### config.mk
export PLATFORM = sky130hd
export DESIGN_NAME = ex_stage
export DESIGN_NICKNAME = d
export VERILOG_FILES = /design/src/rtl/ex_pkg.sv /design/src/rtl/ex_result_if.sv /design/src/rtl/alu_lane.sv /design/src/rtl/result_fifo.sv /design/src/rtl/cdb_driver.sv /design/src/rtl/ex_stage.sv
export SDC_FILE = /design/constraint.sdc
export NUM_CORES = 1
export LEC_CHECK = 0
export BUFFER_PORTS_ARGS = -buffer_cell sky130_fd_sc_hd__buf_4
export CAP_MARGIN = 20
export CELL_PAD_IN_SITES_DETAIL_PLACEMENT = 0
export CELL_PAD_IN_SITES_GLOBAL_PLACEMENT = 1
export CORE_ASPECT_RATIO = 1.4
export CORE_MARGIN = 8
export CORE_UTILIZATION = 42
export CTS_BUF_LIST = sky130_fd_sc_hd__clkbuf_4
export DETAILED_ROUTE_END_ITERATION = 6
export GPL_TIMING_DRIVEN = 0
export PLACE_DENSITY = 0.86
export SETUP_SLACK_MARGIN = 0.2
export SLEW_MARGIN = 0
export SYNTH_ARGS = -nofsm -noshare
export SYNTH_HDL_FRONTEND = slang
export SYNTH_SLANG_ARGS = --single-unit
### constraint.sdc
create_clock -name clk -period 2.3 [get_ports clk]
set_clock_uncertainty 0.2 [all_clocks]
set_input_delay 0.115 -clock clk [delete_from_list [all_inputs] [get_ports clk]]
set_output_delay 0.115 -clock clk [all_outputs]
set_load 0.01 [all_outputs]
### src/rtl/ex_pkg.sv
// shared widths, field types and code points of the integer execute stage
// imported by every unit of the lane, the queue and the bus driver
`default_nettype none

package ex_pkg;

    ////////////////////////////////////////
    // widths
    ////////////////////////////////////////
    localparam int XLEN        = 32;
    localparam int TAG_W       = 5;
    localparam int SHAMT_W     = 5;
    localparam int QUEUE_DEPTH = 4;
    // queue pointer and occupancy widths
    localparam int QPTR_W      = $clog2(QUEUE_DEPTH);
    localparam int QCNT_W      = $clog2(QUEUE_DEPTH + 1);

    typedef logic [XLEN-1:0]  xlen_t;
    typedef logic [TAG_W-1:0] rob_tag_t;
    typedef logic [31:0]      inst_t;
    typedef logic [3:0]       alu_func_t;
    typedef logic [1:0]       opa_sel_t;
    typedef logic [2:0]       opb_sel_t;
    typedef logic [2:0]       br_func_t;

    ////////////////////////////////////////
    // alu functions
    ////////////////////////////////////////
    localparam alu_func_t ALU_ADD  = 4'h0;
    localparam alu_func_t ALU_SUB  = 4'h1;
    localparam alu_func_t ALU_AND  = 4'h2;
    localparam alu_func_t ALU_OR   = 4'h3;
    localparam alu_func_t ALU_XOR  = 4'h4;
    localparam alu_func_t ALU_SLT  = 4'h5;
    localparam alu_func_t ALU_SLTU = 4'h6;
    localparam alu_func_t ALU_SLL  = 4'h7;
    localparam alu_func_t ALU_SRL  = 4'h8;
    localparam alu_func_t ALU_SRA  = 4'h9;

    // operand a sources
    localparam opa_sel_t OPA_IS_RS1  = 2'd0;
    localparam opa_sel_t OPA_IS_NPC  = 2'd1;
    localparam opa_sel_t OPA_IS_PC   = 2'd2;
    localparam opa_sel_t OPA_IS_ZERO = 2'd3;

    // operand b sources
    localparam opb_sel_t OPB_IS_RS2   = 3'd0;
    localparam opb_sel_t OPB_IS_I_IMM = 3'd1;
    localparam opb_sel_t OPB_IS_S_IMM = 3'd2;
    localparam opb_sel_t OPB_IS_B_IMM = 3'd3;
    localparam opb_sel_t OPB_IS_U_IMM = 3'd4;
    localparam opb_sel_t OPB_IS_J_IMM = 3'd5;

    // branch funct3, straight from the RV32I encoding
    localparam br_func_t BR_BEQ  = 3'b000;
    localparam br_func_t BR_BNE  = 3'b001;
    localparam br_func_t BR_BLT  = 3'b100;
    localparam br_func_t BR_BGE  = 3'b101;
    localparam br_func_t BR_BLTU = 3'b110;
    localparam br_func_t BR_BGEU = 3'b111;

endpackage

`default_nettype wire

### src/rtl/ex_result_if.sv
// completion record link between execute units
// source offers valid plus the record, sink answers with pop
`timescale 1ns/1ps
`default_nettype none

interface ex_result_if;
    import ex_pkg::*;

    // record offered by the source
    logic     valid;
    rob_tag_t tag;
    xlen_t    value;
    logic     take_branch;
    // sink takes the record on an edge with valid and pop high
    logic     pop;

    modport source (
        output valid,
        output tag,
        output value,
        output take_branch,
        input  pop
    );

    modport sink (
        input  valid,
        input  tag,
        input  value,
        input  take_branch,
        output pop
    );

endinterface

`default_nettype wire

### src/rtl/alu_lane.sv
// single integer alu lane of the execute stage
// operand muxing, immediate decode, alu and branch resolve, all combinational
// the completion record follows the issue inputs in the same cycle
`timescale 1ns/1ps
`default_nettype none

module alu_lane (
    input  logic              issue_valid,
    input  ex_pkg::rob_tag_t  rob_tag,
    input  ex_pkg::alu_func_t alu_func,
    input  ex_pkg::opa_sel_t  opa_select,
    input  ex_pkg::opb_sel_t  opb_select,
    input  ex_pkg::xlen_t     rs1,
    input  ex_pkg::xlen_t     rs2,
    input  ex_pkg::xlen_t     pc,
    input  ex_pkg::xlen_t     npc,
    input  ex_pkg::inst_t     inst,
    input  logic              cond_branch,
    input  logic              uncond_branch,
    ex_result_if.source       result
);
    import ex_pkg::*;

    xlen_t               opa;
    xlen_t               opb;
    xlen_t               alu_out;
    logic [SHAMT_W-1:0]  shamt;
    br_func_t            br_func;
    logic                br_taken;

    ////////////////////////////////////////
    // operand selection
    ////////////////////////////////////////
    always_comb begin
        case (opa_select)
            OPA_IS_RS1:  opa = rs1;
            OPA_IS_NPC:  opa = npc;
            OPA_IS_PC:   opa = pc;
            OPA_IS_ZERO: opa = '0;
            default:     opa = '0;
        endcase
    end

    // immediates sign-extended from bit 31 per RV32I layouts
    always_comb begin
        case (opb_select)
            OPB_IS_RS2:   opb = rs2;
            OPB_IS_I_IMM: opb = {{20{inst[31]}}, inst[31:20]};
            OPB_IS_S_IMM: opb = {{20{inst[31]}}, inst[31:25], inst[11:7]};
            OPB_IS_B_IMM: opb = {{19{inst[31]}}, inst[31], inst[7], inst[30:25],
                                 inst[11:8], 1'b0};
            OPB_IS_U_IMM: opb = {inst[31:12], 12'b0};
            OPB_IS_J_IMM: opb = {{11{inst[31]}}, inst[31], inst[19:12], inst[20],
                                 inst[30:21], 1'b0};
            // unknown select reads as zero
            default:      opb = '0;
        endcase
    end

    ////////////////////////////////////////
    // alu
    ////////////////////////////////////////
    assign shamt = opb[SHAMT_W-1:0];

    always_comb begin
        case (alu_func)
            ALU_ADD:  alu_out = opa + opb;
            ALU_SUB:  alu_out = opa - opb;
            ALU_AND:  alu_out = opa & opb;
            ALU_OR:   alu_out = opa | opb;
            ALU_XOR:  alu_out = opa ^ opb;
            ALU_SLT:  alu_out = {{(XLEN-1){1'b0}}, $signed(opa) < $signed(opb)};
            ALU_SLTU: alu_out = {{(XLEN-1){1'b0}}, opa < opb};
            ALU_SLL:  alu_out = opa << shamt;
            ALU_SRL:  alu_out = opa >> shamt;
            // sign bit fills from the left
            ALU_SRA:  alu_out = xlen_t'($signed(opa) >>> shamt);
            default:  alu_out = '0;
        endcase
    end

    ////////////////////////////////////////
    // branch condition
    ////////////////////////////////////////
    // always compares the raw register values, not the muxed operands
    assign br_func = inst[14:12];

    always_comb begin
        case (br_func)
            BR_BEQ:  br_taken = (rs1 == rs2);
            BR_BNE:  br_taken = (rs1 != rs2);
            BR_BLT:  br_taken = ($signed(rs1) <  $signed(rs2));
            BR_BGE:  br_taken = ($signed(rs1) >= $signed(rs2));
            BR_BLTU: br_taken = (rs1 <  rs2);
            BR_BGEU: br_taken = (rs1 >= rs2);
            default: br_taken = 1'b0;
        endcase
    end

    // completion record
    assign result.valid       = issue_valid;
    assign result.tag         = rob_tag;
    assign result.take_branch = uncond_branch | (cond_branch & br_taken);
    // fall-through branch hands back npc as the next fetch address
    assign result.value       = (cond_branch && !br_taken) ? npc : alu_out;

endmodule

`default_nettype wire

### src/rtl/result_fifo.sv
// circular queue of completion records between the alu lane and the cdb
// writes every valid record, exposes the head, flags one slot left
`timescale 1ns/1ps
`default_nettype none

module result_fifo (
    input  logic         clk,
    input  logic         rst,
    ex_result_if.sink    wr,
    ex_result_if.source  rd,
    output logic         almost_full
);
    import ex_pkg::*;

    // record storage
    rob_tag_t mem_tag   [QUEUE_DEPTH];
    xlen_t    mem_value [QUEUE_DEPTH];
    logic     mem_br    [QUEUE_DEPTH];

    logic [QPTR_W-1:0] wr_ptr;
    logic [QPTR_W-1:0] rd_ptr;
    logic [QCNT_W-1:0] count;
    logic              push;
    logic              pull;

    // the queue takes every valid record
    assign wr.pop = wr.valid;
    assign push   = wr.valid;
    assign pull   = rd.valid & rd.pop;

    always_ff @(posedge clk) begin
        if (push) begin
            mem_tag[wr_ptr]   <= wr.tag;
            mem_value[wr_ptr] <= wr.value;
            mem_br[wr_ptr]    <= wr.take_branch;
        end
    end

    ////////////////////////////////////////
    // pointers and occupancy
    ////////////////////////////////////////
    always_ff @(posedge clk or posedge rst) begin
        if (rst) begin
            wr_ptr <= '0;
            rd_ptr <= '0;
            count  <= '0;
        end else begin
            if (push) begin
                wr_ptr <= (wr_ptr == QPTR_W'(QUEUE_DEPTH - 1)) ? '0 : wr_ptr + 1'b1;
            end
            if (pull) begin
                rd_ptr <= (rd_ptr == QPTR_W'(QUEUE_DEPTH - 1)) ? '0 : rd_ptr + 1'b1;
            end
            // write and pop together leave count alone
            if (push && !pull) begin
                count <= count + 1'b1;
            end else if (pull && !push) begin
                count <= count - 1'b1;
            end
        end
    end

    // head record
    assign rd.valid       = (count != '0);
    assign rd.tag         = mem_tag[rd_ptr];
    assign rd.value       = mem_value[rd_ptr];
    assign rd.take_branch = mem_br[rd_ptr];

    // one free slot left for the record in flight
    assign almost_full = (count >= QCNT_W'(QUEUE_DEPTH - 1));

endmodule

`default_nettype wire

### src/rtl/cdb_driver.sv
// common data bus driver
// pops the queue head whenever the bus is free and registers it onto the cdb
// cdb_valid lasts one cycle per record
`timescale 1ns/1ps
`default_nettype none

module cdb_driver (
    input  logic             clk,
    input  logic             rst,
    input  logic             cdb_busy,
    ex_result_if.sink        head,
    output logic             cdb_valid,
    output ex_pkg::rob_tag_t cdb_tag,
    output ex_pkg::xlen_t    cdb_value,
    output logic             cdb_take_branch
);
    import ex_pkg::*;

    logic pop;

    // something queued and nobody else on the bus
    assign pop      = head.valid & ~cdb_busy;
    assign head.pop = pop;

    ////////////////////////////////////////
    // bus registers
    ////////////////////////////////////////
    always_ff @(posedge clk or posedge rst) begin
        if (rst) begin
            cdb_valid       <= 1'b0;
            cdb_tag         <= '0;
            cdb_value       <= '0;
            cdb_take_branch <= 1'b0;
        end else begin
            // drop valid on any cycle without a pop
            cdb_valid <= pop;
            if (pop) begin
                cdb_tag         <= head.tag;
                cdb_value       <= head.value;
                cdb_take_branch <= head.take_branch;
            end
        end
    end

endmodule

`default_nettype wire

### src/rtl/ex_stage.sv
// integer execute stage top, one alu lane feeding a completion queue
// issue side: issue_valid with alu_busy back-pressure
// bus side: registered cdb broadcast held off by cdb_busy
`timescale 1ns/1ps
`default_nettype none

module ex_stage (
    input  logic              clk,
    input  logic              rst,
    input  logic              issue_valid,
    input  ex_pkg::rob_tag_t  rob_tag,
    input  ex_pkg::alu_func_t alu_func,
    input  ex_pkg::opa_sel_t  opa_select,
    input  ex_pkg::opb_sel_t  opb_select,
    input  ex_pkg::xlen_t     rs1,
    input  ex_pkg::xlen_t     rs2,
    input  ex_pkg::xlen_t     pc,
    input  ex_pkg::xlen_t     npc,
    input  ex_pkg::inst_t     inst,
    input  logic              cond_branch,
    input  logic              uncond_branch,
    input  logic              cdb_busy,
    output logic              alu_busy,
    output logic              cdb_valid,
    output ex_pkg::rob_tag_t  cdb_tag,
    output ex_pkg::xlen_t     cdb_value,
    output logic              cdb_take_branch
);

    // lane to queue, queue to bus driver
    ex_result_if lane_q ();
    ex_result_if bcast_q ();

    ////////////////////////////////////////
    // datapath
    ////////////////////////////////////////
    alu_lane u_lane (
        .issue_valid   (issue_valid),
        .rob_tag       (rob_tag),
        .alu_func      (alu_func),
        .opa_select    (opa_select),
        .opb_select    (opb_select),
        .rs1           (rs1),
        .rs2           (rs2),
        .pc            (pc),
        .npc           (npc),
        .inst          (inst),
        .cond_branch   (cond_branch),
        .uncond_branch (uncond_branch),
        .result        (lane_q.source)
    );

    // almost_full doubles as the issue stall
    result_fifo u_queue (
        .clk         (clk),
        .rst         (rst),
        .wr          (lane_q.sink),
        .rd          (bcast_q.source),
        .almost_full (alu_busy)
    );

    cdb_driver u_cdb (
        .clk             (clk),
        .rst             (rst),
        .cdb_busy        (cdb_busy),
        .head            (bcast_q.sink),
        .cdb_valid       (cdb_valid),
        .cdb_tag         (cdb_tag),
        .cdb_value       (cdb_value),
        .cdb_take_branch (cdb_take_branch)
    );

endmodule

`default_nettype wire

### Yosys cells after proc, flatten, opt, wreduce, memory -nomap -nowiden

Memories as Yosys holds them, arrays and structs flattened. A register that Yosys moved wholly into a read port is not among the register bits.
Index checks and enable logic that the tools add are counted.

| cells by class | value |
|---|---|
| $add $sub $neg | 6 |
| magnitude comparators | 7 |
| eq/ne operators | 26 |
| shifts and indexed selects | 3 |
| muxes and demuxes | 11 |
| bitwise operators | 8 |
| reduce and logical (&&, ||, !) cells | 12 |

Operators with widths:

| cell | number |
|---|---|
| case mux 32 bit (10 select lines) | 1 |
| case mux 32 bit (6 select lines) | 1 |
| < comparator 32 bit | 4 |
| case mux 32 bit (4 select lines) | 1 |
| >= comparator 32 bit | 2 |
| adder 32 bit | 1 |
| AND 32 bit | 1 |
| == test 32 bit | 1 |
| two-way mux 32 bit | 1 |
| != test 32 bit | 1 |
| OR 32 bit | 1 |
| << shifter 32 x 5 -> 32 bit | 1 |
| right shift 32 x 5 -> 32 bit | 1 |
| >>> shifter 32 x 5 -> 32 bit | 1 |
| subtractor 32 bit | 1 |
| bitwise XOR 32 bit | 1 |
| == test 3 bit, second input constant | 6 |
| == test 4 x 3 -> 1 bit, second input constant | 4 |
| == test 2 bit, second input constant | 4 |
| == test 4 x 2 -> 1 bit, second input constant | 2 |
| == test 4 bit, second input constant | 2 |
| == test 3 x 1 -> 1 bit, second input constant | 2 |
| == test 3 x 2 -> 1 bit, second input constant | 2 |
| zero test 3 bit | 2 |
| 19 further kinds | 29 |

| storage, ports and cells | value |
|---|---|
| bits in registers | 8 |
| RAM bits | 152 |
| word-level logic and storage cells | 80 |
| memories kept | 3 |

Memories:

| memory | depth | bits a word | read ports | clocked after memory_dff | wr ports | line | RTL |
|---|---|---|---|---|---|---|---|
| u_queue.mem_value | 4 | 32 | 1 | 1 | 1 | result_fifo.sv:17 | `xlen_t mem_value [QUEUE_DEPTH];` |
| u_queue.mem_tag | 4 | 5 | 1 | 1 | 1 | result_fifo.sv:16 | `rob_tag_t mem_tag [QUEUE_DEPTH];` |
| u_queue.mem_br | 4 | 1 | 1 | 1 | 1 | result_fifo.sv:18 | `logic mem_br [QUEUE_DEPTH];` |

### Logic depth before layout (Yosys ltp)

| logic depth | value |
|---|---|
| depth in word-level cells | 6 |
| gate-level depth with buffers | 20 |
| gate-level depth less buffers | 17 |

### Hierarchy

Synthesis repeated with hierarchy kept, for this count alone.

| second synthesis, totals | value |
|---|---|
| cells, all modules | 2,108 |
| area, all modules | 19,204.7 µm² |

Modules (own cells, without submodules):

| module | instances | cells each | area an instance (µm²) | seq. area each (µm²) |
|---|---|---|---|---|
| alu_lane | 1 | 1,787 | 11,731.3 | 0.0 |
| result_fifo | 1 | 238 | 5,972.0 | 4,739.5 |
| cdb_driver | 1 | 83 | 1,501.4 | 975.9 |

### Worst setup path after synthesis

Ideal clock, no wire load.

| timing | value |
|---|---|
| kind | input to register |
| from | input port opb_select[2] |
| to | memory u_queue.mem_value[0][31] (netlist name), data pin |
| setup time | 266 ps |
| arrival time | 4,339 ps |
| required time | 1,834 ps |
| setup slack | -2,505 ps |
| cell stages on the path | 19 |
| buffers on the path | 6 |
| path through | buf_4 > buf_2 > clkbuf_1 > clkbuf_1 > clkbuf_1 > a22oi_1 > o21a_1 > ha_1 > buf_2 > nand4_1 > nor4_1 > o21ai_0 > a21bo_2 > a21oi_1 > o22ai_1 > o31ai_1 > o311ai_0 > a211o_1 > mux2_2 |

| on the way | value |
|---|---|
| cells in the longest elaborated chain, start to end | 5 |
| elaborated cells on any way between the ends | 17 |
| classes of those cells | 2 x add/sub; 5 x eq/ne; 3 x shift; 3 x mux; 3 x bitwise; 1 x reduce/logical |

Ends and longest elaborated chain:

| what | line | RTL |
|---|---|---|
| start: declaration | ex_stage.sv:14 | `input ex_pkg::opb_sel_t opb_select,` |
| == test 3 bit (tied with other cells) | alu_lane.sv:46 | `case (opb_select)` |
| case mux 32 bit (6 select lines) * | alu_lane.sv:46 |  |
| subtractor 32 bit (tied with other cells) | alu_lane.sv:68 | `ALU_SUB: alu_out = opa - opb;` |
| case mux 32 bit (10 select lines) * | alu_lane.sv:66 | `case (alu_func)` |
| two-way mux 32 bit * | alu_lane.sv:105 | `assign result.value = (cond_branch && !br_taken) ? npc : alu_out;` |
| named net lane_q.value[31] | ex_result_if.sv:12 | `xlen_t value;` |
| end: declaration | result_fifo.sv:17 |  |

The timed path passes the listed nets; every way through them passes the cells marked *.

### Worst setup path in the final report

| timing | value |
|---|---|
| from | input port opb_select[0] |
| to | memory u_queue.mem_value[1][28] (netlist name), data pin |

The elaborated chain is that of the path after synthesis.

==> results.ini <==
[status]
violations=negative setup slack
outcome=finished with violations

[die]
die_h_um=269
core_um2=45100
ios=220
die_area_um2=52900
row_count=92
die_w_um=197
start_util_pct=42.5

[critical_path]
worstPathRequired_ns=2.47
endpoint_kind=register
worstRegToRegCells=10
crit_fanout=10
r2r-end=u_queue.count[2]
crit_path_end=u_queue.mem_value[1][28]
startpoint_type=primary input
worstPathArrival_ns=4.17
criticalPathCategory=primary input to register
rrSetupSlack_ns=-0.06
reg2reg_from=u_queue.count[1]
cp_cell_sequence=buf_8 > buf_12 > nor2_4 > a22oi_2 > o21a_4 > buf_12 > inv_2 > clkbuf_4 > clkbuf_8 > ha_2 > nor2b_1 > o21ai_1 > o21ai_2 > o211ai_1 > buf_4 > o2111ai_4 > a31oi_4 > o31ai_4 > buf_4 > xnor2_2 > a211o_1 > mux2_4
slowest_delay_ns=0.35
critPathLaunch=opb_select[0]
crit_slowest_cell=a31oi_4

[global_route]
antenna_found_initial=6
grt_pass1_wl_um=166000
track_usage_pct=44.6
grt_pass1_vias=21800
grt_max_degree=39
grt_overflow_total=0

[power]
p_leak_nw=10.8
seq_power_share_pct=29.7
powerDensity_nw_per_um2=661
ir_drop_v=0.000566
power.clock.fraction_pct=10.9
p_switching_mw=7.96
intPower_mw=9.79
swShare_pct=44.9
power_mw=17.7
combPwrFrac_pct=59.4

[layout]
layout_common_cells=338 x buf_4, 267 x nand2_1, 152 x edfxtp_1
layout_commonest_cell=buf_4
drive_gt1_share_pct=36.3
nets=2946
nFillCells=3848
synthToLayoutAreaGrowth_pct=39.9
final_area_um2=26900

[yosys]
synth-edff-count=152
synthFlopType=edfxtp_1
postSynthNetCount=2523
synth_area_um2=19200
yosysWarnings=0
ys_types=99
ys_ff_latch=198
seq_area_frac_synth_pct=29.8
async_flop_share_pct=23.2
synth_cells=2203
syn_area_per_cell_um2=8.71

[detailed_routing]
drt_first_iter_violations=2495
antenna_left=0
drt-pass1-iter-count=6
wl_per_cell_um=37.4
routed_wl_um=122000
via_per_inst=6.84
drc_errors=0
vias=22300

[placement]
placed_area_um2=22600
io_buffers=208
globalplace.congestion=1.10
hpwl_um=91700
place_ws_ns=-3.76

[sta]
final_max_slew_viol_count=0
max_slew_margin_pct=7.52
rsz0062_at_grt=yes
setup_slack_ns=-1.69
holdWs_ns=0.0475
setup-tns-final_ns=-173.39
hold_viol_final=0
worstMarginPinSlew_ns=1.38
min_period_over_period_pct=174
finalSetupViolCount=129
fmax_mhz=250
fin_crit_ns=3.99

[clock_network]
clk_path_buf_depth=2
cts_num_sinks=198
htree_levels=4
clock_latency_ns=0.61
numCtsBuffers=17
cts-root-buf=clkbuf_4
clkTransAtPathRegs_ns=0.16
cts_tree=built
cts_hold_buf=44

[worst_hold_path]
min_path_type=primary input to register

[run]
maxCapViolations=0

[layout make-up]
class | instances | area (um^2) | area share (%)
antenna | 3 | 7.51 | 0.0280
buffer | 161 | 1580 | 5.87
clock buffer | 17 | 128 | 0.475
clock inverter | 15 | 188 | 0.699
inverter | 139 | 578 | 2.15
multi-input combinational | 1705 | 14500 | 54.1
sequential | 198 | 5720 | 21.3
tap | 611 | 764 | 2.85
timing repair buffer | 404 | 3360 | 12.5
[stage by stage]
stage | utilization (%) | cells
finish | 59.5 | 3253
global route | 59.5 | 3251
CTS | 57.0 | 3188
detailed placement | 50.0 | 3033
global placement | 49.7 | 3022
floorplan | - | 2203
[what timing repair did]
action	4_1_cts	5_1_grt
buffers inserted	79	58
endpoints found under the setup margin	286	155
hold endpoints to repair	224	4
gates cloned	0	2
pin swaps	117	84
resized for setup	383	136
[worst max-delay path: cells and delay by family]
kind / cells / cell delay (ns)
AO/OA/AOI/OAI: 9 / 1.97
buffers and inverters: 8 / 1.21
multiplexers: 1 / 0.31
AND/OR/NAND/NOR: 2 / 0.21
adder cells (fa/ha/maj): 1 / 0.21
XOR/XNOR: 1 / 0.12
[state kept, by name, indices dropped and copies added, names as in the netlist]
signal and count:
u_cdb.cdb_tag 5, u_cdb.cdb_take_branch 1, u_cdb.cdb_valid 1, u_cdb.cdb_value 32, u_queue.count 3, u_queue.mem_br 4, u_queue.mem_tag 20, u_queue.mem_value 128
u_queue.rd_ptr 2, u_queue.wr_ptr 2
[power by group through the flow]
| stage | Clock, mW | Combinational [mW] | Sequential, mW |
|---|---|---|---|
| floorplan | 0 | 5.00 | 5.38 |
| global placement | 0 | 8.32 | 5.26 |
| detailed placement | 0 | 8.48 | 5.34 |
| CTS | 1.93 | 9.64 | 5.23 |
| global route | 2.06 | 10.9 | 5.33 |
| finish | 1.94 | 10.5 | 5.26 |
[cells in the mapped netlist (all sizes together), types with 13 or more instances]
master   instances  area [um^2]
nand2b          18          113
nand2          274         1030
a31oi           32          200
mux2            14          158
nor2           163          641
mux4            38          856
dfrtp           46         1150
o21bai          16          120
buf             91          567
edfxtp         152         4560
and2            15         93.8
o31ai           17          138
a21o            25          188
nand3           31          155
o21a            46          347
inv            136          510
o221ai          27          243
a221oi          15          131
clkbuf          70          267
xnor2           21          184
a211oi          48          375
o22ai           19          119
nor2b           15          101
o211ai          21          158
a21oi          193          981
a2111oi         13          120
a22oi           21          158
mux2i          115         1150
nor3            70          385
ha             137         1710
nand4           16          100
o21ai          110          558
o2bb2ai         31          353
[cell families after synthesis]
family | after synthesis | synth area share (%)
DFF | 198 | 29.8
AOI/OAI and AO/OA | 715 | 25.7
and+or+nand+nor | 658 | 15.7
xor gates and xnor gates | 25 | 1.14
muxes | 167 | 11.3
adders and majority gates | 140 | 9.24
buffers and inverters | 300 | 7.08
[worst min-delay path by stage]
stage / startpoint / to / slack, ns / cells past startpoint
global route: rob_tag[4] / u_queue.mem_tag[0][4] / 0.05 / 2
CTS: inst[13] / u_queue.mem_br[0] / -0.05 / 4
detailed placement: rst / u_cdb.cdb_value[8] / -0.08 / 2
floorplan: issue_valid / u_queue.wr_ptr[0] / 0.01 / 1
finish: rob_tag[4] / u_queue.mem_tag[0][4] / 0.05 / 2
global placement: rob_tag[2] / u_queue.mem_tag[0][2] / 0.12 / 1
[routing by layer]
layer,GRT usage [%],vias up,routed length [um]
met5,0,-,37
met4,44.1,6,15200
met3,12.6,684,12400
met2,72.7,1818,55200
met1,45.2,10700,38900
li1,-,9075,-
Note: power is estimated with default switching activity, not from simulation.
